`src/mips_pkg.sv`:
```
`default_nettype none

package mips_pkg;

    typedef logic [31:0] word_t;
    typedef logic [4:0]  reg_addr_t;
    typedef logic [5:0]  imem_addr_t;

    localparam int MEM_DEPTH = 64;

    // Primary opcodes
    localparam logic [5:0] OP_RTYPE = 6'h00;
    localparam logic [5:0] OP_BEQ   = 6'h04;
    localparam logic [5:0] OP_ADDI  = 6'h08;
    localparam logic [5:0] OP_LW    = 6'h23;
    localparam logic [5:0] OP_SW    = 6'h2b;

    // R-type funct field
    localparam logic [5:0] FUNCT_ADD = 6'h20;
    localparam logic [5:0] FUNCT_SUB = 6'h22;
    localparam logic [5:0] FUNCT_AND = 6'h24;
    localparam logic [5:0] FUNCT_OR  = 6'h25;
    localparam logic [5:0] FUNCT_SLT = 6'h2a;

    typedef enum logic [2:0] {
        ALU_ADD = 3'd0,
        ALU_SUB = 3'd1,
        ALU_AND = 3'd2,
        ALU_OR  = 3'd3,
        ALU_SLT = 3'd4
    } alu_op_t;

    typedef enum logic [1:0] {
        FWD_NONE = 2'd0,
        FWD_MEM  = 2'd1,
        FWD_WB   = 2'd2
    } fwd_sel_t;

endpackage

`default_nettype wire

```
`src/control_unit.sv`:
```
`timescale 1ns/10ps
`default_nettype none

module control_unit
(
    input  wire logic [5:0]     i_opcode,
    input  wire logic [5:0]     i_funct,
    output logic                o_alu_src,
    output mips_pkg::alu_op_t   o_alu_op,
    output logic                o_reg_dst,
    output logic                o_branch,
    output logic                o_mem_write,
    output logic                o_mem_read,
    output logic                o_mem_to_reg,
    output logic                o_reg_write
);

    always_comb
    begin
        o_alu_src    = 1'b0;
        o_alu_op     = mips_pkg::ALU_ADD;
        o_reg_dst    = 1'b0;
        o_branch     = 1'b0;
        o_mem_write  = 1'b0;
        o_mem_read   = 1'b0;
        o_mem_to_reg = 1'b0;
        o_reg_write  = 1'b0;

        case (i_opcode)
            mips_pkg::OP_RTYPE:
            begin
                o_reg_dst   = 1'b1;
                o_reg_write = 1'b1;
                case (i_funct)
                    mips_pkg::FUNCT_ADD: o_alu_op = mips_pkg::ALU_ADD;
                    mips_pkg::FUNCT_SUB: o_alu_op = mips_pkg::ALU_SUB;
                    mips_pkg::FUNCT_AND: o_alu_op = mips_pkg::ALU_AND;
                    mips_pkg::FUNCT_OR:  o_alu_op = mips_pkg::ALU_OR;
                    mips_pkg::FUNCT_SLT: o_alu_op = mips_pkg::ALU_SLT;
                    // Unknown funct, including the all-zero nop
                    default:
                    begin
                        o_reg_dst   = 1'b0;
                        o_reg_write = 1'b0;
                    end
                endcase
            end
            mips_pkg::OP_ADDI:
            begin
                o_alu_src   = 1'b1;
                o_reg_write = 1'b1;
            end
            mips_pkg::OP_LW:
            begin
                o_alu_src    = 1'b1;
                o_mem_read   = 1'b1;
                o_mem_to_reg = 1'b1;
                o_reg_write  = 1'b1;
            end
            mips_pkg::OP_SW:
            begin
                o_alu_src   = 1'b1;
                o_mem_write = 1'b1;
            end
            mips_pkg::OP_BEQ:
            begin
                o_branch = 1'b1;
                o_alu_op = mips_pkg::ALU_SUB;
            end
            default:
            begin
                o_branch = 1'b0;
            end
        endcase
    end

endmodule

`default_nettype wire

```
`config.mk`:
```
export PLATFORM = sky130hd
export DESIGN_NAME = control_unit
export DESIGN_NICKNAME = d
export VERILOG_FILES = /design/src/mips_pkg.sv /design/src/control_unit.sv
export SDC_FILE = /design/constraint.sdc
export NUM_CORES = 1
export LEC_CHECK = 0
export BUFFER_PORTS_ARGS = -buffer_cell sky130_fd_sc_hd__buf_2
export CORE_AREA = 10 10 47 49
export DETAILED_ROUTE_END_ITERATION = 10
export DIE_AREA = 0 0 57 59
export SYNTH_ARGS = -nofsm -noshare
export SYNTH_HDL_FRONTEND = slang
export SYNTH_SLANG_ARGS = --single-unit
```
`constraint.sdc`:
```
create_clock -name vclk -period 1.4
set_clock_uncertainty 0.1 [all_clocks]
set_input_delay 0.14 -clock vclk [all_inputs]
set_output_delay 0.14 -clock vclk [all_outputs]
set_load 0.01 [all_outputs]
```
# [Yosys cells after proc, flatten, opt, wreduce, memory -nomap -nowiden]
# Cells that the tools add are included.
[totals] ram_bits=0 rom_bits=0 latchBits=0 wordCells=22 out_inout_bits=10 reg_bits=0 mem_count=0 input_bits=12
[classes] n_lt_le_gt_ge=0 n_eq_ne=9 reduce_logical=4 bitwise_logic=0 n_div=0 shifts=0 mux=9 mul=0 n_addsub=0
[ops] operator="$eq 6x6->1 const B" count=7
[ops] operator="$pmux 3 s4" count=1
[ops] operator="$eq 6x3->1 const B" count=1
[ops] operator="$eq 6x4->1 const B" count=1
[ops] operator="$logic_not 6->1" count=1
[ops] operator="$mux 1" count=6
[ops] operator="$pmux 3 s2" count=1
[ops] operator="$reduce_or 5->1" count=1
[ops] operator="$reduce_or 3->1" count=1
[ops] operator="$pmux 1 s2" count=1
[ops] operator="$reduce_or 2->1" count=1

# [Depth between registers and ports, before layout]
# Gate-level depths: netlist (run 1).
[depth] word_depth=4 mapped_depth=4

# [Worst setup path after synthesis (run 1)]
# OpenSTA, ideal clock, no wires.
[synth_path] path_type="input -> output" from="input i_opcode[3]" to="output o_alu_op[2]" arrival_time_ns=1.093 required_time_ns=1.160 path_slack_ns=0.067 stages=3 path_cell_list="nor4_2 nand4_2 nor4_1"
[synth_via] elab_chain_cells=2
[synth_lines] element="start, declared" line_no="control_unit.sv:6" text="input wire logic [5:0] i_opcode,"
[synth_lines] element="$eq 6x3->1 / $logic_not 6->1 (equally long branches)" line_no="control_unit.sv:29" text="case (i_opcode)"
[synth_lines] element="$pmux 3 s2 *" line_no="control_unit.sv:29"
[synth_lines] element="end, declared" line_no="control_unit.sv:9" text="output mips_pkg::alu_op_t o_alu_op,"
# Mark *: on every way between the ends. The rest lies on a longest branch, timed or not.

# [Worst setup path in the final report (run 1)]
[layout_path] from="input i_opcode[0]" to="output o_reg_write"
[layout_via] elab_chain_cells=3
[layout_lines] element="$eq 6x6->1 / $eq 6x4->1 (equally long branches)" line_no="control_unit.sv:29"
[layout_lines] element="$reduce_or 2->1 (no line)"
[layout_lines] element="$pmux 1 s2 *" line_no="control_unit.sv:29"
[layout_lines] element="end, declared" line_no="control_unit.sv:15" text="output logic o_reg_write"
# Marks and branches as above.

==> impl_results.md, run 1 <==
* Status: finished, violations left
* Failing checks: negative setup slack
* Largest cells by area after synthesis: and3b_1 (8.7%), nor2_1 (7.5%), nor4b_2 (7.5%), nand2b_1 (6.2%), nand4_2 (6.2%)
* Worst EP arrival at 1240 ps
* Synth area leader: and3b_1
* CORE AREA at 1401 um^2
* Avg Inst Size Synth at 7.194 um^2
* Share of layout cells above drive strength 1 at 62.96%
* Via count at 312
* Mux contribution to synthesized area at 4.969%
* Final Hold Vio Count at 0
* Simple-Gate Fraction of Synth Area at 67.70%
* Seq_cells at 0
* Slew HR at 80.63%
* Crit Path Max Fanout at 2
* Final Wtd Congestion at 0.5992
* Int Pwr at 0.03944 mW
* Hold Crit Endpoint: o_alu_op[1]
* Compound-Gate Fraction of Synth Area at 18.01%
* Leak at 0.2124 nW
* Placed Area at 339.1 um^2
* Antenna cells at 0
* Crit-path cells: buf_8 -> or4b_4 -> a211o_1 -> o21ai_2 -> buf_2
* Clk pwr share at 0%
* Adder-cell area share of the yosys netlist at 0%
* Yosys cell types at 21
* Min-Delay Path Depth at 3
* Hold wc startpoint: i_funct[3]
* Peak supply drop at 0.05506 mV
* First-pass GRT wire length at 1311 um
* Fill cells at 169
* Die height at 59 um
* Nets at 68
* XOR/XNOR share of the synthesized area at 0%
* Total gr overflow at 0
* Critical Path RT at 1160 ps
* Cell with the most instances after synthesis: nor2_1
* Worst-Margin Slew at 287.6 ps
* Setup-failing EPs final at 3
* Worst path slowest cell: or4b_4
* Hold WS at 448.0 ps
* Netlist Area Pre-Place at 201.4 um^2
* Pins Over Slew Limit at 0
* Clock buf count at 0
* Share of the synthesized area in the top cell type at 8.696%
* Initial antenna violation count at 0
* IO Pins at 22
* Vias in the first global route at 291
* Crit path largest cell delay at 520 ps
* Startpoint Class: primary input
* Syn Inst Count at 28
* Sequential cell area at 0 um^2
* WL final at 903 um
* CP Class: in -> out
* Total Routing Usage GR at 4.353%
* Synth cell count leaders: nor2_1 (4), inv_1 (3), and3b_1 (2), nand2b_1 (2)
* Vias/cell at 4.457
* DRC errors left at 0
* WL/cell at 12.90 um
* Sequential share of power at 0%
* Final min period at 1476 ps
* Rows at 14
* Setup WS post-layout at -76.39 ps
* Net Switching at 0.03753 mW
* Die area at 3363 um^2
* CP Capture Type: output port
* Final ANT Viol Nets at 0
* Layout area overhead at 103.1%
* Port Buffer Count at 22
* Ys Warns at 0
* Post-Syn Nets at 40
* Final Instance Area at 409.1 um^2
* Die width at 57 um
* Starting DRT DRC Count at 5
* Post-synthesis sequential area ratio at 0%
* Largest family of logic cells by synthesized area: simple AND/OR/NAND/NOR gates
* Final Util at 29.20%
* Share of power burned in combinational logic at 100.0%
* Fmax at 677.3 MHz
* Fin crit share at 105.5%
* Switching part of the total at 48.76%
* RSZ-0062 raised after global routing: true
* Largest net degree at the start of global routing at 7
* Starting Density at 14.37%
* Worst hold-check path type: in -> out
* Dpl hpwl at 726.3 um
* Pwr dens at 188.1 nW/um^2
* Max cap viols at 0
* First-pass DRT Iterations at 3
-- cell families after synthesis --
kind of cell | after synthesis
buf+inv | 4
simple gates | 18
mux | 1
compound gates | 5
-- timing repair --
| action | in CTS | in global routing |
|---|---|---|
| gates resized for setup | 7 | 4 |
| hold buffers | 0 | 0 |
| endpoints found under the setup margin | 3 | 4 |
| buffers inserted | 2 | 1 |
| pin swaps | 5 | 3 |
-- cells in the final DEF (no fill, tap or decap) --
master    instances
buf_2            19
buf_4             5
nor2_1            4
inv_1             3
nand2b_1          2
and3b_1           2
nor4b_2           2
buf_6             2
nand3_1           1
nor4_4            1
nand4_2           1
mux2i_1           1
o21ai_0           1
or4b_4            1
nand4b_1          1
a211o_1           1
o21ai_2           1
nor4_2            1
nor3b_1           1
nor3_1            1
a31oi_1           1
a21boi_0          1
buf_8             1
-- power groups by stage --
stage	sequential, mW	clock [mW]	combinational, mW
2_1_floorplan	0	0	0.0230
3_3_place_gp	0	0	0.0599
3_5_place_dp	0	0	0.0607
4_1_cts	0	0	0.0721
5_1_grt	0	0	0.0841
6_report	0	0	0.0770
-- critical path, delay by kind of cell --
kind	cells	cell delay (ps)
AOI/OAI and AO/OA	2	340
buffers and inverters	2	230
and+or+nand+nor	1	520
-- through the flow --
stage | power (mW) | cells | setup slack (ps) | setup TNS [ps]
after global routing | 0.08408 | 70 | -99.53 | -247.4
after global placement | 0.05992 | 67 | -163.3 | -399.7
after floorplan | 0.02299 | 28 | 67.02 | 0
final | 0.07696 | 70 | -76.39 | -110.4
after CTS | 0.07207 | 69 | -117.3 | -191.2
after detailed placement | 0.06073 | 67 | -145.3 | -402.9
-- per-layer routing --
metal | up-vias | GRT usage [%] | routed length, um
met5 | - | 0 | 0
met4 | 0 | 0 | 0
met3 | 0 | 0.4292 | 39
met2 | 11 | 7.132 | 416
met1 | 139 | 6.250 | 446
li1 | 162 | - | -
-- final cells by class --
class                      count  area, um^2  area share, %
multi-input combinational     24       207.7          50.76
tap                           16       20.02          4.893
inverter                       3       11.26          2.752
timing repair buffer          27       170.2          41.59
-- worst max path at each step --
| stage | slack (ps) | start | to | cells after the start |
|---|---|---|---|---|
| 6_report | -80 | i_opcode[0] | o_reg_write | 5 |
| 5_1_grt | -100 | i_opcode[0] | o_reg_write | 5 |
| 4_1_cts | -120 | i_opcode[0] | o_reg_write | 5 |
| 3_5_place_dp | -150 | i_opcode[3] | o_alu_op[2] | 5 |
| 3_3_place_gp | -160 | i_opcode[3] | o_alu_op[2] | 5 |
| 2_1_floorplan | 70 | i_opcode[3] | o_alu_op[2] | 3 |
Note: power is estimated with default switching activity, not from simulation.
==> run 2, diff against run 1 <==
==> constraint.sdc (replaced) <==
create_clock -name vclk -period 1.7
set_clock_uncertainty 0.1 [all_clocks]
set_input_delay 0.17 -clock vclk [all_inputs]
set_output_delay 0.17 -clock vclk [all_outputs]
set_load 0.01 [all_outputs]
==> impl_results.md, run 2 (synthesis results as in run 1) <==
* Status: complete, no violations
* Sum Neg Setup Slack at 0 ps (+110.4 ps)
* Final min period at 1586 ps
* Critical path depth at 5 (unchanged)
* Crit. Startpoint: i_opcode[3]
* WL/cell at 12.23 um (-5.2%)
* Sequential cell area at 0 um^2 (unchanged)
* Nets at 63 (-7.4%)
* Crit Path Max Fanout at 5 (+3)
* WL final at 795 um (-12%)
* Pwr dens at 144.2 nW/um^2 (-23%)
* Port Buffer Count at 22 (unchanged)
* Setup-failing EPs final at 0 (-3)
* First-pass GRT wire length at 1214 um (-7.4%)
* Fin crit share at 93.32%
* Crit path largest cell delay at 390 ps (-130 ps)
* PostCTS Resize Cnt at 0 (-7)
* Final Hold Vio Count at 0 (unchanged)
* Worst EP arrival at 1320 ps (+80 ps)
* Vias in the first global route at 286 (-1.7%)
* Dpl hpwl at 711.9 um (-2.0%)
* CP Class: in -> out
* First-pass DRT Iterations at 2 (-1)
* Final Wtd Congestion at 0.5931 (-1.0%)
* Vias/cell at 4.308 (-3.4%)
* Worst setup path endpoint: o_alu_op[2]
* Pre-CTS WS at 116.4 ps (+261.7 ps)
* Crit-path cells: buf_2 -> nor4_2 -> nand4_2 -> nor4_1 -> buf_2
* Via count at 280 (-10%)
* Die width at 57 um (unchanged)
* Clock buf count at 0 (unchanged)
* Commonest cells after routing, fill and taps aside: buf_2 (22), nor2_1 (4), inv_1 (3)
* Starting DRT DRC Count at 2 (-3)
* Largest net degree at the start of global routing at 7 (unchanged)
* Layout area overhead at 60.87%
* Leak at 0.1823 nW (-14%)
* Bufs and invs on worst path at 2 (unchanged)
* Final Util at 23.13% (-6.1 points)
* Critical Path RT at 1430 ps (+270 ps)
* Pwr Total at 0.04674 mW (-39%)
* Total Routing Usage GR at 4.053% (-0.30 points)
* Cts hold-fix bufs at 0 (unchanged)
* Worst-Margin Slew at 353.6 ps (+66.00 ps)
* Peak supply drop at 0.04670 mV (-15%)
* DRC errors left at 0 (unchanged)
* Starting Density at 14.37% (unchanged)
* Worst path top cell family by delay: simple AND/OR/NAND/NOR gates
* Total gr overflow at 0 (unchanged)
* Antenna cells at 0 (unchanged)
* Fmax at 630.4 MHz
* Startpoint Class: primary input
* Placed Cells incl. Taps at 65 (-3.0%)
* Setup WS post-layout at 113.6 ps (+190.0 ps)
* CP Capture Type: output port
* CORE AREA at 1401 um^2 (unchanged)
* Die height at 59 um (unchanged)
* Share of layout cells above drive strength 1 at 53.06% (-9.9 points)
* IO Pins at 22 (unchanged)
* RSZ-0062 raised after global routing: false
* Fill cells at 176 (+4.1%)
* Max cap viols at 0 (unchanged)
* Finished Layout Cells at 65 (-7.1%)
* Seq_cells at 0 (unchanged)
* Worst hold-check path type: in -> out
* CP dominant cell by count: buf_2
* Worst path slowest cell: nor4_2
* Rows at 14 (unchanged)
* Die area at 3363 um^2 (unchanged)
* Initial antenna violation count at 0 (unchanged)
* Pins Over Slew Limit at 0 (unchanged)
* Final ANT Viol Nets at 0 (unchanged)
* Postcts setup bufs at 0 (-2)
* Slew HR at 76.23% (-4.4 points)
* Commonest non-fill, non-tap cell in the layout: buf_2
[run 2: report_power, final]
group | internal [mW] | switching, mW | leakage [nW] | total [mW]
Sequential | 0 | 0 | 0 | 0
Clock | 0 | 0 | 0 | 0
Combinational | 0.0215 | 0.0253 | 0.182 | 0.0467
[run 2: worst min-delay path by stage]
stage | cells past startpoint | endpoint | startpoint | slack [ps]
after detailed placement | 3 | o_alu_op[1] | i_funct[3] | 500
final | 3 | o_alu_op[1] | i_funct[3] | 500
after global placement | 3 | o_alu_op[1] | i_funct[3] | 510
after CTS | 3 | o_alu_op[1] | i_funct[3] | 510
after floorplan | 1 | o_alu_op[1] | i_funct[1] | 270
after global routing | 3 | o_alu_op[1] | i_funct[3] | 520
[run 2: cell type report]
cell class / count / area [um^2] / share of cell area [%]
well taps: 16 / 20.02 / 6.178
inverters: 3 / 11.26 / 3.475
multi-input cells: 24 / 182.7 / 56.37
repair buffers: 22 / 110.1 / 33.98
[run 2: stage by stage]
| stage | instance area, um^2 | hold slack [ps] |
|---|---|---|
| after floorplan | 201.4 | 274.1 |
| final | 324.1 | 501.8 |
| after global placement | 324.1 | 505.2 |
| after global routing | 324.1 | 523.8 |
| after CTS | 324.1 | 505.7 |
| after detailed placement | 324.1 | 504.8 |
[run 2: worst min-delay path, cell delays in order]
cell,delay (ps)
buf_2,90
nor4b_2,40
buf_2,130
[run 2: per-layer routing]
metal	up-vias	part of all wire, %	global-route usage, %
met1	117	45	4.723
met3	0	11	1.931
met5	-	0	0
met4	0	0	0
li1	152	-	-
met2	11	44	6.977
==> run 3, diff against run 2 <==
--- a/config.mk
+++ b/config.mk
@@ -5,6 +5,7 @@
 export SDC_FILE = /design/constraint.sdc
 export NUM_CORES = 1
 export LEC_CHECK = 0
+export ABC_AREA = 1
 export BUFFER_PORTS_ARGS = -buffer_cell sky130_fd_sc_hd__buf_2
 export CORE_AREA = 10 10 47 49
 export DETAILED_ROUTE_END_ITERATION = 10
==> impl_results.md, run 3 <==
* Status: complete, no violations
* Crit. Startpoint: i_opcode[1]
* Pre-CTS WS at 474.3 ps (+357.9 ps)
* Die width at 57 um (unchanged)
* Seq_cells at 0 (unchanged)
* Share of the synthesized area in the top cell type at 22.81% (+14 points)
* Leak at 0.2455 nW (+35%)
* Post-synthesis sequential area ratio at 0% (unchanged)
* Port Buffer Count at 22 (unchanged)
* Worst EP arrival at 940 ps (-380 ps)
* First-pass DRT Iterations at 2 (unchanged)
* Die area at 3363 um^2 (unchanged)
* Final ANT Viol Nets at 0 (unchanged)
* CP Class: in -> out
* Pwr Total at 0.04404 mW (-5.8%)
* Pwr dens at 130.8 nW/um^2 (-9.3%)
* Cell with the most instances after synthesis: inv_1
* Postcts setup bufs at 0 (unchanged)
* Post-Syn Nets at 61 (+53%)
* IO Pins at 22 (unchanged)
* Final Instance Area at 336.6 um^2 (+3.9%)
* Fmax at 829.8 MHz (+32%)
* Worst setup path endpoint: o_reg_write
* Crit Path Max Fanout at 3 (-2)
* Slew HR at 88.63% (+12 points)
* Clock buf count at 0 (unchanged)
* Final min period at 1205 ps (-381.3 ps)
* Worst-Margin Slew at 169.9 ps (-183.7 ps)
* Worst hold-check path type: in -> out
* Commonest non-fill, non-tap cell in the layout: buf_2
* First-pass GRT wire length at 1248 um (+2.8%)
* Synth area leader: inv_1
* Layout area overhead at 57.31%
* Vias in the first global route at 342 (+20%)
* Peak supply drop at 0.02754 mV (-41%)
* Hold WS at 604.5 ps (+102.7 ps)
* Setup-failing EPs final at 0 (unchanged)
* Footprint of the multi-input gates at 157.7 um^2 (-14%)
* Placed Area at 336.6 um^2 (+3.9%)
* Max cap viols at 0 (unchanged)
* Final Wtd Congestion at 0.7154 (+21%)
* Netlist Area Pre-Place at 214.0 um^2 (+6.2%)
* Largest net degree at the start of global routing at 6 (-1)
* Total gr overflow at 0 (unchanged)
* Dpl hpwl at 740.9 um (+4.1%)
* Rows at 14 (unchanged)
* Commonest cells after routing, fill and taps aside: buf_2 (22), inv_1 (13), nand2_1 (12)
* Final Hold Vio Count at 0 (unchanged)
* Antenna cells at 0 (unchanged)
* Critical Path RT at 1430 ps (about the same)
* Startpoint Class: primary input
* Sequential cell area at 0 um^2 (unchanged)
* WL final at 763 um (-4.0%)
* Avg Inst Size Synth at 4.366 um^2 (-39%)
* Largest cells by area after synthesis: inv_1 (23%), nand2_1 (21%), nor2_1 (19%), nand3_1 (12%), nor2_2 (8.8%)
* Cts hold-fix bufs at 0 (unchanged)
* Sum Neg Setup Slack at 0 ps (unchanged)
* Setup WS post-layout at 494.9 ps (+381.3 ps)
* WL/cell at 8.872 um (-27%)
* Die height at 59 um (unchanged)
* PostCTS Resize Cnt at 0 (unchanged)
* Total Routing Usage GR at 4.088% (+0.034 points)
* Via count at 341 (+22%)
* Initial antenna violation count at 0 (unchanged)
* CORE AREA at 1401 um^2 (unchanged)
* Fill cells at 173 (-1.7%)
* RSZ-0062 raised after global routing: false
* Syn Inst Count at 49 (+75%)
* Pins Over Slew Limit at 0 (unchanged)
* Yosys cell types at 10 (-52%)
* Starting DRT DRC Count at 1 (-1)
* Share of layout cells above drive strength 1 at 37.14% (-16 points)
* CP Capture Type: output port
* Starting Density at 15.27% (+0.89 points)
* DRC errors left at 0 (unchanged)
* Synth cell count leaders: inv_1 (13), nand2_1 (12), nor2_1 (11)
* Nets at 84 (+33%)
* Vias/cell at 3.965 (-8.0%)
* Fin crit share at 70.89% (-22 points)
* Ys Warns at 0 (unchanged)
-- run 3: cell types whose count changed after synthesis, sizes merged, moves of 2 or more --
| cell | before | now |
|---|---|---|
| nor4 | 2 | 0 |
| nor4b | 2 | 0 |
| nand2 | 0 | 12 |
| nand2b | 2 | 0 |
| and3b | 2 | 0 |
| inv | 3 | 13 |
| nor2 | 4 | 14 |
| nand3 | 1 | 5 |
-- run 3: where the power goes --
part,internal (mW),switching [mW]
logic,0.0194,0.0247
registers,0,0
clock network,0,0
-- run 3: cell families (layout without fill, tap and decap cells) --
group	Yosys count	in the layout	share of synthesized area (%)
compound gates	2	2	4.674
simple gates	33	33	69.00
buf+inv	14	35	26.32
-- run 3: cell type report --
class                      instances  area share, %
tap                               16          5.948
inverter                          13          14.50
timing repair buffer              22          32.71
multi-input combinational         35          46.84
-- run 3: layer usage --
layer	part of all wire, %	wire, um	up-vias	GRT usage (%)
met5	0	0	-	0
met1	36	277	150	3.404
met3	3.4	26	0	0.6438
met4	0	0	0	0
met2	60	458	7	9.767
li1	-	-	184	-
-- run 3: critical path, stage by stage --
cell and delay (ps):
buf_2 110, nor2_1 90, nand2_1 80, nor2_2 100, nand2_1 90, inv_1 60, nand2_1 60, nand2_1 50
buf_2 120
-- run 3: worst min-delay path by stage --
stage	start	end	slack, ps	cells after the start
floorplan	i_funct[2]	o_alu_op[1]	340	2
global route	i_funct[2]	o_alu_op[1]	620	4
global placement	i_funct[2]	o_alu_op[1]	600	4
CTS	i_funct[2]	o_alu_op[1]	600	4
finish	i_funct[2]	o_alu_op[1]	600	4
detailed placement	i_funct[2]	o_alu_op[1]	600	4
-- run 3: stage by stage --
step,instances,util [%]
CTS,86,24.02
floorplan,49,-
detailed placement,86,24.02
global placement,86,24.02
global route,86,24.02
finish,86,24.02
