**src/mips_pkg.sv**
```systemverilog
`default_nettype none

package mips_pkg;

    typedef logic [31:0] word_t;
    typedef logic [4:0]  reg_addr_t;
    typedef logic [5:0]  imem_addr_t;

    localparam int MEM_DEPTH = 64;

    // Primary opcodes
    localparam logic [5:0] OP_RTYPE = 6'h00;
    localparam logic [5:0] OP_BEQ   = 6'h04;
    localparam logic [5:0] OP_ADDI  = 6'h08;
    localparam logic [5:0] OP_LW    = 6'h23;
    localparam logic [5:0] OP_SW    = 6'h2b;

    // R-type funct field
    localparam logic [5:0] FUNCT_ADD = 6'h20;
    localparam logic [5:0] FUNCT_SUB = 6'h22;
    localparam logic [5:0] FUNCT_AND = 6'h24;
    localparam logic [5:0] FUNCT_OR  = 6'h25;
    localparam logic [5:0] FUNCT_SLT = 6'h2a;

    typedef enum logic [2:0] {
        ALU_ADD = 3'd0,
        ALU_SUB = 3'd1,
        ALU_AND = 3'd2,
        ALU_OR  = 3'd3,
        ALU_SLT = 3'd4
    } alu_op_t;

    typedef enum logic [1:0] {
        FWD_NONE = 2'd0,
        FWD_MEM  = 2'd1,
        FWD_WB   = 2'd2
    } fwd_sel_t;

endpackage

`default_nettype wire

```
**src/ex_stage.sv**
```systemverilog
`timescale 1ns/10ps
`default_nettype none

module ex_stage
(
    input  wire logic                   i_clk,
    input  wire logic                   i_reset,
    input  wire logic                   i_flush,
    input  wire mips_pkg::word_t        i_pc4,
    input  wire mips_pkg::word_t        i_rs_data,
    input  wire mips_pkg::word_t        i_rt_data,
    input  wire mips_pkg::word_t        i_imm,
    input  wire mips_pkg::reg_addr_t    i_rt,
    input  wire mips_pkg::reg_addr_t    i_rd,
    input  wire logic                   i_alu_src,
    input  wire mips_pkg::alu_op_t      i_alu_op,
    input  wire logic                   i_reg_dst,
    input  wire logic                   i_branch,
    input  wire logic                   i_mem_write,
    input  wire logic                   i_mem_read,
    input  wire logic                   i_mem_to_reg,
    input  wire logic                   i_reg_write,
    input  wire mips_pkg::fwd_sel_t     i_fwd_a,
    input  wire mips_pkg::fwd_sel_t     i_fwd_b,
    input  wire mips_pkg::word_t        i_wb_data,
    output mips_pkg::word_t             o_alu_result,
    output mips_pkg::word_t             o_store_data,
    output mips_pkg::word_t             o_branch_target,
    output logic                        o_zero,
    output mips_pkg::reg_addr_t         o_dest,
    output logic                        o_branch,
    output logic                        o_mem_write,
    output logic                        o_mem_read,
    output logic                        o_mem_to_reg,
    output logic                        o_reg_write
);

    mips_pkg::word_t op_a;
    mips_pkg::word_t fwd_b;
    mips_pkg::word_t op_b;
    mips_pkg::word_t alu_y;

    function automatic mips_pkg::word_t fwd_mux(input mips_pkg::fwd_sel_t sel,
                                                input mips_pkg::word_t reg_val);
        case (sel)
            mips_pkg::FWD_MEM: return o_alu_result;
            mips_pkg::FWD_WB:  return i_wb_data;
            default:           return reg_val;
        endcase
    endfunction

    always_comb
    begin
        op_a  = fwd_mux(i_fwd_a, i_rs_data);
        fwd_b = fwd_mux(i_fwd_b, i_rt_data);
        op_b  = i_alu_src ? i_imm : fwd_b;
    end

    always_comb
    begin
        case (i_alu_op)
            mips_pkg::ALU_SUB: alu_y = op_a - op_b;
            mips_pkg::ALU_AND: alu_y = op_a & op_b;
            mips_pkg::ALU_OR:  alu_y = op_a | op_b;
            mips_pkg::ALU_SLT: alu_y = {31'd0, $signed(op_a) < $signed(op_b)};
            default:           alu_y = op_a + op_b;
        endcase
    end

    always_ff @(posedge i_clk)
    begin
        o_alu_result    <= alu_y;
        o_zero          <= (alu_y == '0);
        o_store_data    <= fwd_b;
        o_branch_target <= i_pc4 + {i_imm[29:0], 2'b00};
        o_dest          <= i_reg_dst ? i_rd : i_rt;
    end

    always_ff @(posedge i_clk)
    begin
        if (i_reset || i_flush)
        begin
            o_branch     <= 1'b0;
            o_mem_write  <= 1'b0;
            o_mem_read   <= 1'b0;
            o_mem_to_reg <= 1'b0;
            o_reg_write  <= 1'b0;
        end
        else
        begin
            o_branch     <= i_branch;
            o_mem_write  <= i_mem_write;
            o_mem_read   <= i_mem_read;
            o_mem_to_reg <= i_mem_to_reg;
            o_reg_write  <= i_reg_write;
        end
    end

endmodule

`default_nettype wire

```
**config.mk**
```make
export PLATFORM = sky130hd
export DESIGN_NAME = ex_stage
export DESIGN_NICKNAME = d
export VERILOG_FILES = /design/src/mips_pkg.sv /design/src/ex_stage.sv
export SDC_FILE = /design/constraint.sdc
export NUM_CORES = 1
export LEC_CHECK = 0
export BUFFER_PORTS_ARGS = -buffer_cell sky130_fd_sc_hd__clkbuf_2
export CAP_MARGIN = 25
export CORE_ASPECT_RATIO = 1.5
export CORE_UTILIZATION = 37
export DETAILED_ROUTE_END_ITERATION = 6
export PLACE_DENSITY = 0.66
export SLEW_MARGIN = 40
export SYNTH_ARGS = -nofsm -noshare
export SYNTH_HDL_FRONTEND = slang
export SYNTH_SLANG_ARGS = --single-unit
```
**constraint.sdc**
```tcl
create_clock -name i_clk -period 5.1 [get_ports i_clk]
set_input_delay 1.02 -clock i_clk [delete_from_list [all_inputs] [get_ports i_clk]]
set_output_delay 1.02 -clock i_clk [all_outputs]
set_load 0.05 [all_outputs]
```
Yosys cells after proc, flatten, opt, wreduce, memory -nomap -nowiden
Cells that the tools add are included.
{ "totals": {"ff_bits": 107, "input_bits": 187, "out_inout_bits": 107, "elab_cells": 31} }
{ "classes": {"add_sub_neg": 3, "magnitude_cmp": 1, "n_eq_ne": 8, "mux": 5, "bitwise_logic": 2, "n_reduce_logical": 2} }
{ "ops": {"columns": ["cell", "count"], "rows": [
  ["32-bit one-hot mux with 2 select lines", 2],
  ["32-bit one-hot mux with 4 select lines", 1],
  ["32-bit adder", 2],
  ["32-bit bitwise AND", 1],
  ["32-bit logical NOT", 1],
  ["32-bit less-than comparator", 1],
  ["32-bit two-way mux", 1],
  ["32-bit bitwise OR", 1],
  ["32-bit subtractor", 1],
  ["3-bit by 2-bit equality test with 1-bit output, second input constant", 2],
  ["5-bit two-way mux", 1],
  ["2-bit by 1-bit equality test with 1-bit output, second input constant", 2],
  ["2-bit equality test, second input constant", 2],
  ["3-bit by 1-bit equality test with 1-bit output, second input constant", 1],
  ["3-bit equality test, second input constant", 1],
  ["1-bit logical OR", 1]
]} }

Longest topological paths before layout
Gate-level depths: netlist of run 1.
{ "depth": {"ltp_word": 6, "mapped_depth": 19} }

Worst setup path after synthesis of run 1
OpenSTA, ideal clock, no wires.
{ "synth_path": {"path_kind": "in2reg", "startpoint": "input i_fwd_b[0]", "endpoint": "register o_zero", "arrival_time_ns": 5.072, "slack_ns": -0.059, "stages": 18, "n_path_buf": 3, "cell_sequence": "inv_1 -> ha_1 -> clkbuf_1 -> buf_1 -> nor2_1 -> a21oi_1 -> o21ai_0 -> ha_1 -> clkbuf_1 -> nor4_1 -> nand3_1 -> o221ai_1 -> o211ai_1 -> o22ai_1 -> mux2_2 -> a221o_1 -> nor4b_2 -> nor4b_2"} }
{ "synth_via": {"elab_chain_cells": 6, "word_cells_on_any_way": 11} }
{ "synth_rtl": {"columns": ["element", "line_no", "text"], "rows": [
  ["start, declared", "ex_stage.sv:24", "input wire mips_pkg::fwd_sel_t i_fwd_b,"],
  ["2-bit equality test or 2-bit by 1-bit equality test with 1-bit output (tied branches)", "ex_stage.sv:45", "case (sel)"],
  ["32-bit one-hot mux with 2 select lines *", "ex_stage.sv:45", null],
  ["32-bit two-way mux *", "ex_stage.sv:56", "op_b = i_alu_src ? i_imm : fwd_b;"],
  ["32-bit adder (tied with other cells)", "ex_stage.sv:66", "default: alu_y = op_a + op_b;"],
  ["32-bit one-hot mux with 4 select lines *", "ex_stage.sv:61", "case (i_alu_op)"],
  ["via alu_y[29]", "ex_stage.sv:41", "mips_pkg::word_t alu_y;"],
  ["32-bit logical NOT *", "ex_stage.sv:73", "o_zero <= (alu_y == '0);"],
  ["end signal, assigned", "ex_stage.sv:73", null],
  ["end, declared", "ex_stage.sv:29", "output logic o_zero,"]
]} }
The timed path passes the listed nets; every way through them passes the cells marked *.
A chain may end at the register's enable or synchronous reset.

Worst setup path after layout of run 1
Ends and elaborated chain as after synthesis.

==> impl_metrics.yaml, run 1 <==
cts:
  clk_pin_slew_ns: 0.09
  clk_latency_ns: 0.38
  clock-root-buffer: "clkbuf_16"
  cts_buffers: 9
  htreeDepth: 3
  clock-sinks: 107
  cts_tree: "built"
  clockBufferDepth: 2
route:
  avgViaCountPerCell: 5.67
  first_pass_iters: 7
  via_count: 13147
  antenna_left: 0
  wirelength_um: 47300
  first_iter_violations: 790
  drc_errors: 2
  routedWlPerCell_um: 20.4
place:
  place_ws_ns: -0.799
  place_congestion: 1.00
  placed_cell_area_sq_mm: 0.0144
  portBuffers: 293
  place_hpwl_um: 39500
grt:
  grt_pass1_vias: 12642
  grt_first_pass_wirelength_um: 70300
  antenna_found_initial: 0
  grtUsageTotal: 0.312
  overflow: 0
  grt_max_degree: 29
timing:
  slew_violations: 0
  max_freq_ghz: 0.201
  post-route-worst-setup-slack_ns: 0.123
  tightest_slew_ns: 0.793
  min_period_ns: 4.98
  slew_headroom: 0.463
  fin_crit_sh: 0.976
  fin_skew_ns: 0.0126
  finalHoldViolCount: 0
  setup_violations: 0
cells_and_area:
  num-fill-cells: 2780
  largestRegisters: "o_alu_result (32), o_branch_target (32), o_store_data (32)"
  final_area_sq_mm: 0.0151
  fin_nets: 2287
  utilization: 0.536
  area_growth_pct: 41.7
  multi_input_area_sq_mm: 0.00792
  register_area_sq_mm: 0.00214
  drive_gt1_frac: 0.345
  final_cell_mix: "clkbuf_2, buf_4, inv_1"
  antenna_cells: 0
  final_common_cell: "clkbuf_2"
logic_synthesis:
  synth_edf_count: 0
  synth_top_area_cell: "dfxtp_1"
  synth_top_area_frac: 0.201
  synth-seq-cells: 107
  avgSynthCellArea_sq_um: 7.29
  ys_seq_area_frac: 0.201
  yosysWarningCount: 0
  netlist_top_cells_area: "dfxtp_1, ha_1, a21oi_1"
  ys_async_sr_fraction: 0
  synth_cell_types: 86
  synthFlopType: "dfxtp_1"
  syn-instance-count: 1462
  syn-cell-area_sq_mm: 0.0107
  syn_nets: 1781
floorplanning:
  pin_count: 294
  die_h_um: 210
  fp.dieW_um: 141
  fp.dieArea_sq_mm: 0.0295
  rows: 75
  start_util: 0.378
  core_sq_mm: 0.0282
worst_setup_path:
  end_kind: "register"
  critical_path_class: "in2reg"
  cp_max_fo: 14
  worstPathRequired_ns: 5.40
  start_kind: "primary input"
  arrival_ns: 5.27
power:
  ir_drop_uv: 194
  power.density_mw_per_mm2: 351
  power.total_mw: 5.31
  leakagePower_nw: 7.60
job:
  drv_cap: 0
run_status:
  violations: "design-rule violations"
  status: "finished with violations"
hold_path:
  hold_class: "reg2reg"
==> path summary, 6_finish.rpt <==
path	startpoint	to	slack (ns)	cells after the start
max	i_fwd_b[0]	o_zero$_DFF_P_	0.12	20
min	o_alu_result[15]$_DFF_P_	o_store_data[15]$_DFF_P_	0.66	4
min reg2reg	o_alu_result[15]$_DFF_P_	o_store_data[15]$_DFF_P_	0.66	4
max reg2reg	o_alu_result[0]$_DFF_P_	o_zero$_DFF_P_	0.89	17
==> report_power, final <==
group          switching (mW)  internal [mW]  leakage, nW
clock network           0.370          0.441        0.160
logic                    2.08           1.28         6.54
registers               0.125           1.02        0.899
total                    2.57           2.73         7.60
==> worst max-delay path, cell delays in order <==
cell,delay (ns)
clkbuf_2,0.12
inv_2,0.05
ha_4,0.18
buf_12,0.15
buf_4,0.15
a22oi_1,0.17
nor2_1,0.08
a21oi_2,0.15
o21ai_2,0.08
ha_1,0.29
or2_4,0.28
or3_4,0.34
a2111o_1,0.41
a31o_1,0.28
a31o_1,0.24
o311a_1,0.34
a221oi_2,0.28
o221ai_2,0.15
nor4b_2,0.29
nor4b_2,0.22
==> metal layers <==
metal / GRT usage / part of all wire
met1: 0.350 / 0.39
met2: 0.556 / 0.49
met5: 0 / 0
met3: 0.0497 / 0.062
met4: 0.181 / 0.058
==> logic make-up after synthesis <==
group	Yosys count	share of synthesized area
AO/OA/AOI/OAI	540	0.340
AND/OR/NAND/NOR	398	0.176
buffers and inverters	237	0.0848
adder cells (fa/ha/maj)	132	0.157
flip-flops	107	0.201
XOR/XNOR	34	0.0279
multiplexers	14	0.0140
==> area by class of cell <==
class                           count  share of cell area
Clock inverter                      7             0.00713
Clock buffer                        9              0.0149
Multi-Input combinational cell   1118               0.525
Inverter                          157              0.0390
Timing Repair Buffer              575               0.244
Sequential cell                   107               0.142
Tap cell                          346              0.0287
==> synthesized netlist by cell type, types with 8 or more instances <==
cell / number
nand2b_1: 24
inv_1: 156
a31oi_1: 10
nor2_1: 110
nor4_1: 13
nor2b_1: 14
a221oi_1: 10
a21o_1: 26
ha_1: 129
and3_1: 9
clkbuf_1: 67
a21oi_1: 128
a211oi_1: 9
a21boi_0: 8
nor3_1: 22
a22oi_1: 64
nand4_1: 8
o22ai_1: 9
dfxtp_1: 107
o221a_2: 8
o21ai_0: 119
xor2_1: 10
nand3_1: 22
and2_1: 11
o21ai_1: 8
o211ai_1: 11
o221ai_1: 11
o21a_1: 19
nand2_1: 134
o21bai_1: 15
xnor2_1: 24
==> repair_timing <==
| action | in CTS | in global routing |
|---|---|---|
| pin swaps | 0 | 20 |
| hold buffers | 0 | 0 |
| resized for setup | 8 | 65 |
| setup buffers | 0 | 7 |
| endpoints found under the setup margin | 3 | 3 |
| gates cloned | 0 | 0 |
==> stage by stage <==
step                      std cells  setup TNS (ns)  hold slack, ns
final                          2319               0           0.664
after global routing           2319         -0.0126           0.746
after CTS                      2312               0           0.662
after detailed placement       2296           -2.48           0.647
after global placement         2296           -2.29           0.630
after floorplan                1462               0           0.934
Power figures use the tool's default switching activity.
==> run 2, diff against run 1 <==
--- a/config.mk
+++ b/config.mk
@@ -10,6 +10,7 @@
 export CORE_ASPECT_RATIO = 1.5
 export CORE_UTILIZATION = 37
 export DETAILED_ROUTE_END_ITERATION = 6
+export GPL_TIMING_DRIVEN = 0
 export PLACE_DENSITY = 0.66
 export SLEW_MARGIN = 40
 export SYNTH_ARGS = -nofsm -noshare
==> impl_metrics.yaml, run 2 (synthesized netlist as in run 1, its figures left out) <==
timing:
  grt_setup_unrepaired: "true"
  finalHoldViolCount: 0
  setup_tns_ns: -0.0246
  min_period_ns: 5.12
  timing.hold.ws_ns: 0.645
  max_freq_ghz: 0.195
  setup_violations: 1
  slew_violations: 0
  slew_headroom: 0.354
  fin_skew_ns: 0.0132
  tightest_slew_ns: 0.970
  post-route-worst-setup-slack_ns: -0.0246
  fin_crit_sh: 1.00
cells_and_area:
  final_cell_mix: "clkbuf_2, inv_1, nand2_1"
  fin_nets: 2095
  utilization: 0.488
  largestRegisters: "o_alu_result (32), o_branch_target (32), o_store_data (32)"
  final_area_sq_mm: 0.0137
  drive_gt1_frac: 0.273
  area_growth_pct: 28.9
  final_cells: 2127
  final_common_cell: "clkbuf_2"
  antenna_cells: 0
  num-fill-cells: 2868
grt:
  grtUsageTotal: 0.327
  overflow: 0
  grt_max_degree: 20
  grt_first_pass_wirelength_um: 72300
  antenna_found_initial: 1
  grt_pass1_vias: 12339
place:
  place_congestion: 0.996
  placed_cell_area_sq_mm: 0.0126
  portBuffers: 289
  place_hpwl_um: 40700
  place_inst: 2097
route:
  avgViaCountPerCell: 5.87
  via_count: 12485
  wl_met2_um: 24700
  first_iter_violations: 870
  routedWlPerCell_um: 23.2
  wirelength_um: 49300
  top_layer: "met5"
  wl_met3_um: 2920
  first_pass_iters: 7
  drc_errors: 7
  antenna_left: 0
  wl_met1_um: 18200
worst_setup_path:
  reg2reg_depth: 17
  worstPathRequired_ns: 5.39
  end_kind: "register"
  cp_num_buf_inv: 4
  crit_family: "compound AO/OA/AOI/OAI gates"
  cp_num_cells: 21
  critical_path_class: "in2reg"
  crit_chain: "buf_8, inv_4, ha_4, buf_12, a22oi_2, nor2_2, a21oi_2, o21ai_4, buf_4, ha_2, fa_2, nor2_4, o221ai_4, a2111o_1, a31o_1, a31o_4, o311a_1, a221oi_2, o221ai_2, nor4b_2, nor4b_2"
  start_kind: "primary input"
  cp_common_cell: "nor4b_2"
  slowest_stage: "a2111o_1"
  slowest_delay_ns: 0.44
  cp_max_fo: 6
  arrival_ns: 5.41
floorplanning:
  start_util: 0.378
  core_sq_mm: 0.0282
  pin_count: 294
  fp.dieArea_sq_mm: 0.0295
  die_h_um: 210
  rows: 75
  fp.dieW_um: 141
job:
  drv_cap: 0
cts:
  clk_pin_slew_ns: 0.09
  clockBufferDepth: 2
  clock-root-buffer: "clkbuf_16"
  clk_latency_ns: 0.38
  postCtsHoldBufs: 0
  clock-sinks: 107
  cts_buffers: 9
  cts_tree: "built"
  htreeDepth: 3
hold_path:
  hold_path_depth: 4
  hold_class: "reg2reg"
power:
  ir_drop_uv: 159
  power.density_mw_per_mm2: 356
  leakagePower_nw: 6.58
run_status:
  status: "finished with violations"
  violations: "design-rule violations, negative setup slack"
[run 2: final cells by class]
type	instances	area, sq um	area share
Multi-Input combinational cell	1118	8180	0.596
Sequential cell	107	2140	0.156
Timing Repair Buffer	311	1650	0.120
Inverter	157	592	0.0431
Buffer	72	433	0.0315
Tap cell	346	433	0.0315
Clock buffer	9	225	0.0164
Clock inverter	7	82.6	0.00601
[run 2: final timing paths]
check	start	end	slack, ns
setup / recovery	i_fwd_b[0]	o_zero$_DFF_P_	-0.02
hold / removal	o_alu_result[16]$_DFF_P_	o_store_data[16]$_DFF_P_	0.65
setup reg to reg	o_alu_result[0]$_DFF_P_	o_zero$_DFF_P_	0.73
hold reg to reg	o_alu_result[16]$_DFF_P_	o_store_data[16]$_DFF_P_	0.65
[run 2: worst min-delay path, delay by kind of cell (launching register included)]
kind	cells	cell delay, ns
buf+inv	1	0.04
simple gates	1	0.08
flops	1	0.36
compound gates	2	0.12
[run 2: repair_timing]
item	in CTS	in global routing
cloned	0	1
setup endpoints to repair	20	2
setup buffers	8	13
pin swaps	14	31
gates resized for setup	123	94
endpoints found under the hold margin	0	0
[run 2: per-stage QoR]
stage	power (mW)	setup WS, ns
after floorplan	3.04	0.0309
after global routing	5.12	-0.0775
after CTS	4.75	0.000665
after detailed placement	3.86	-1.97
after global placement	3.84	-1.90
final	4.89	-0.0246
[run 2: per-layer routing]
layer	up-vias	GRT usage
met5	-	0
met3	165	0.0443
met4	2	0.214
met1	5889	0.349
li1	5856	-
met2	573	0.598
[run 2: where the power goes]
part	switching (mW)	internal, mW
combinational	2.06	0.921
clock	0.373	0.392
sequential	0.126	1.02
==> run 3, diff against run 2 <==
--- a/config.mk
+++ b/config.mk
@@ -11,7 +11,6 @@
 export CORE_UTILIZATION = 37
 export DETAILED_ROUTE_END_ITERATION = 6
 export GPL_TIMING_DRIVEN = 0
-export PLACE_DENSITY = 0.66
 export SLEW_MARGIN = 40
 export SYNTH_ARGS = -nofsm -noshare
 export SYNTH_HDL_FRONTEND = slang
==> impl_metrics.yaml, run 3 (synthesized netlist as in run 1, its figures left out) <==
run_status:
  status: "completed"
route:
  via_count: 12642
  first_iter_violations: 924
  routedWlPerCell_um: 23.4
  wirelength_um: 50300
  avgViaCountPerCell: 5.87
  antenna_left: 0
  drc_errors: 0
  first_pass_iters: 6
floorplanning:
  rows: 75
  fp.dieW_um: 141
  start_util: 0.378
  fp.dieArea_sq_mm: 0.0295
  core_sq_mm: 0.0282
  die_h_um: 210
  pin_count: 294
grt:
  overflow: 0
  grt_first_pass_wirelength_um: 72400
  grt_max_degree: 19
  antenna_found_initial: 2
  grtUsageTotal: 0.330
  grt_pass1_vias: 12368
place:
  place_hpwl_um: 41000
  place_congestion: 1.00
  portBuffers: 289
worst_setup_path:
  start_kind: "primary input"
  arrival_ns: 5.27
  worstPathRequired_ns: 5.39
  slowest_delay_ns: 0.44
  critical_path_class: "in2reg"
  end_kind: "register"
  crit_chain: "clkbuf_2, inv_1, ha_2, buf_6, a22oi_2, o21ai_2, inv_1, ha_4, fa_2, nor2_4, o221ai_4, buf_4, a311o_1, or2_2, a31oi_1, o21a_1, o22ai_1, nor4_4, nand4_1, nor4b_2"
  cp_max_fo: 10
  slowest_stage: "nor4_4"
  cp_common_cell: "inv_1"
hold_path:
  hold_class: "reg2reg"
timing:
  min_period_ns: 4.98
  setup_violations: 0
  finalHoldViolCount: 0
  fin_crit_sh: 0.976
  tightest_slew_ns: 0.908
  slew_headroom: 0.395
  slew_violations: 0
  fin_skew_ns: 0.00920
  setup_tns_ns: 0
  max_freq_ghz: 0.201
power:
  comb_power_share: 0.609
  p_int_mw: 2.50
  switchingPower_mw: 2.59
  power.density_mw_per_mm2: 359
  clockPowerShare: 0.166
  leakagePower_nw: 6.75
  switching_share: 0.509
  ir_drop_uv: 167
  p_seq_frac: 0.225
cts:
  htreeDepth: 3
  clockBufferDepth: 2
  clk_pin_slew_ns: 0.08
  clk_latency_ns: 0.37
  clock-root-buffer: "clkbuf_16"
  clock-sinks: 107
  postCtsHoldBufs: 0
  cts_tree: "built"
  cts_buffers: 9
cells_and_area:
  largestRegisters: "o_alu_result (32), o_branch_target (32), o_store_data (32)"
  utilization: 0.504
  final_common_cell: "clkbuf_2"
  area_growth_pct: 33.1
  fin_nets: 2120
  drive_gt1_frac: 0.298
  final_cell_mix: "clkbuf_2, inv_1, nand2_1"
job:
  drv_cap: 0
-- run 3: cell type report --
cell class / instances / area [sq um]
diodes: 1 / 2.50
well taps: 346 / 433
clock inverters: 6 / 116
fillers: 2857 / 14000
clock buffers: 10 / 229
multi-input cells: 1118 / 8380
repair buffers: 336 / 1850
plain buffers: 72 / 452
flip-flops and latches: 107 / 2140
inverters: 157 / 589
-- run 3: final timing paths --
kind                            start  cells past startpoint                        to  slack (ns)
min          o_alu_result[17]$_DFF_P_                      4  o_store_data[17]$_DFF_P_        0.65
min reg2reg  o_alu_result[17]$_DFF_P_                      4  o_store_data[17]$_DFF_P_        0.65
max                        i_fwd_a[1]                     20            o_zero$_DFF_P_        0.12
max reg2reg   o_alu_result[0]$_DFF_P_                     17            o_zero$_DFF_P_        0.97
-- run 3: worst max-delay path: cells and delay by family --
kind,cells,cell delay (ns)
buffers and inverters,5,0.70
and+or+nand+nor,5,1.32
adders and majority gates,3,0.85
AOI/OAI and AO/OA,7,1.36
-- run 3: through the flow --
stage	hold WS [ns]	std cells	instance area (sq um)	power (mW)	setup slack, ns
2_1_floorplan	0.934	1462	10700	3.04	0.0309
5_1_grt	0.698	2153	14200	5.33	-0.0240
6_report	0.650	2153	14200	5.09	0.123
3_3_place_gp	0.605	2097	12500	3.86	-2.16
4_1_cts	0.642	2117	13300	4.82	0.00464
3_5_place_dp	0.624	2097	12600	3.87	-1.89
-- run 3: repair_timing --
item / CTS / global route
setup buffers: 9 / 37
pin swaps: 15 / 58
resized for setup: 109 / 177
cloned: 0 / 1
endpoints found under the setup margin: 23 / 2
-- run 3: metal layers --
layer	global-route usage	wire, um	share of wire	vias up
li1	-	-	-	5920
met1	0.353	18900	0.38	5991
met2	0.606	25100	0.50	571
met3	0.0584	2880	0.057	158
met4	0.189	3340	0.066	2
met5	0	13	0.00026	-
-- run 3: power by group through the flow --
stage	sequential [mW]	clock, mW	combinational, mW
after CTS	1.14	0.858	2.83
after floorplan	1.74	0	1.29
after global routing	1.16	0.893	3.28
final	1.15	0.845	3.10
after detailed placement	1.16	0	2.71
after global placement	1.16	0	2.70
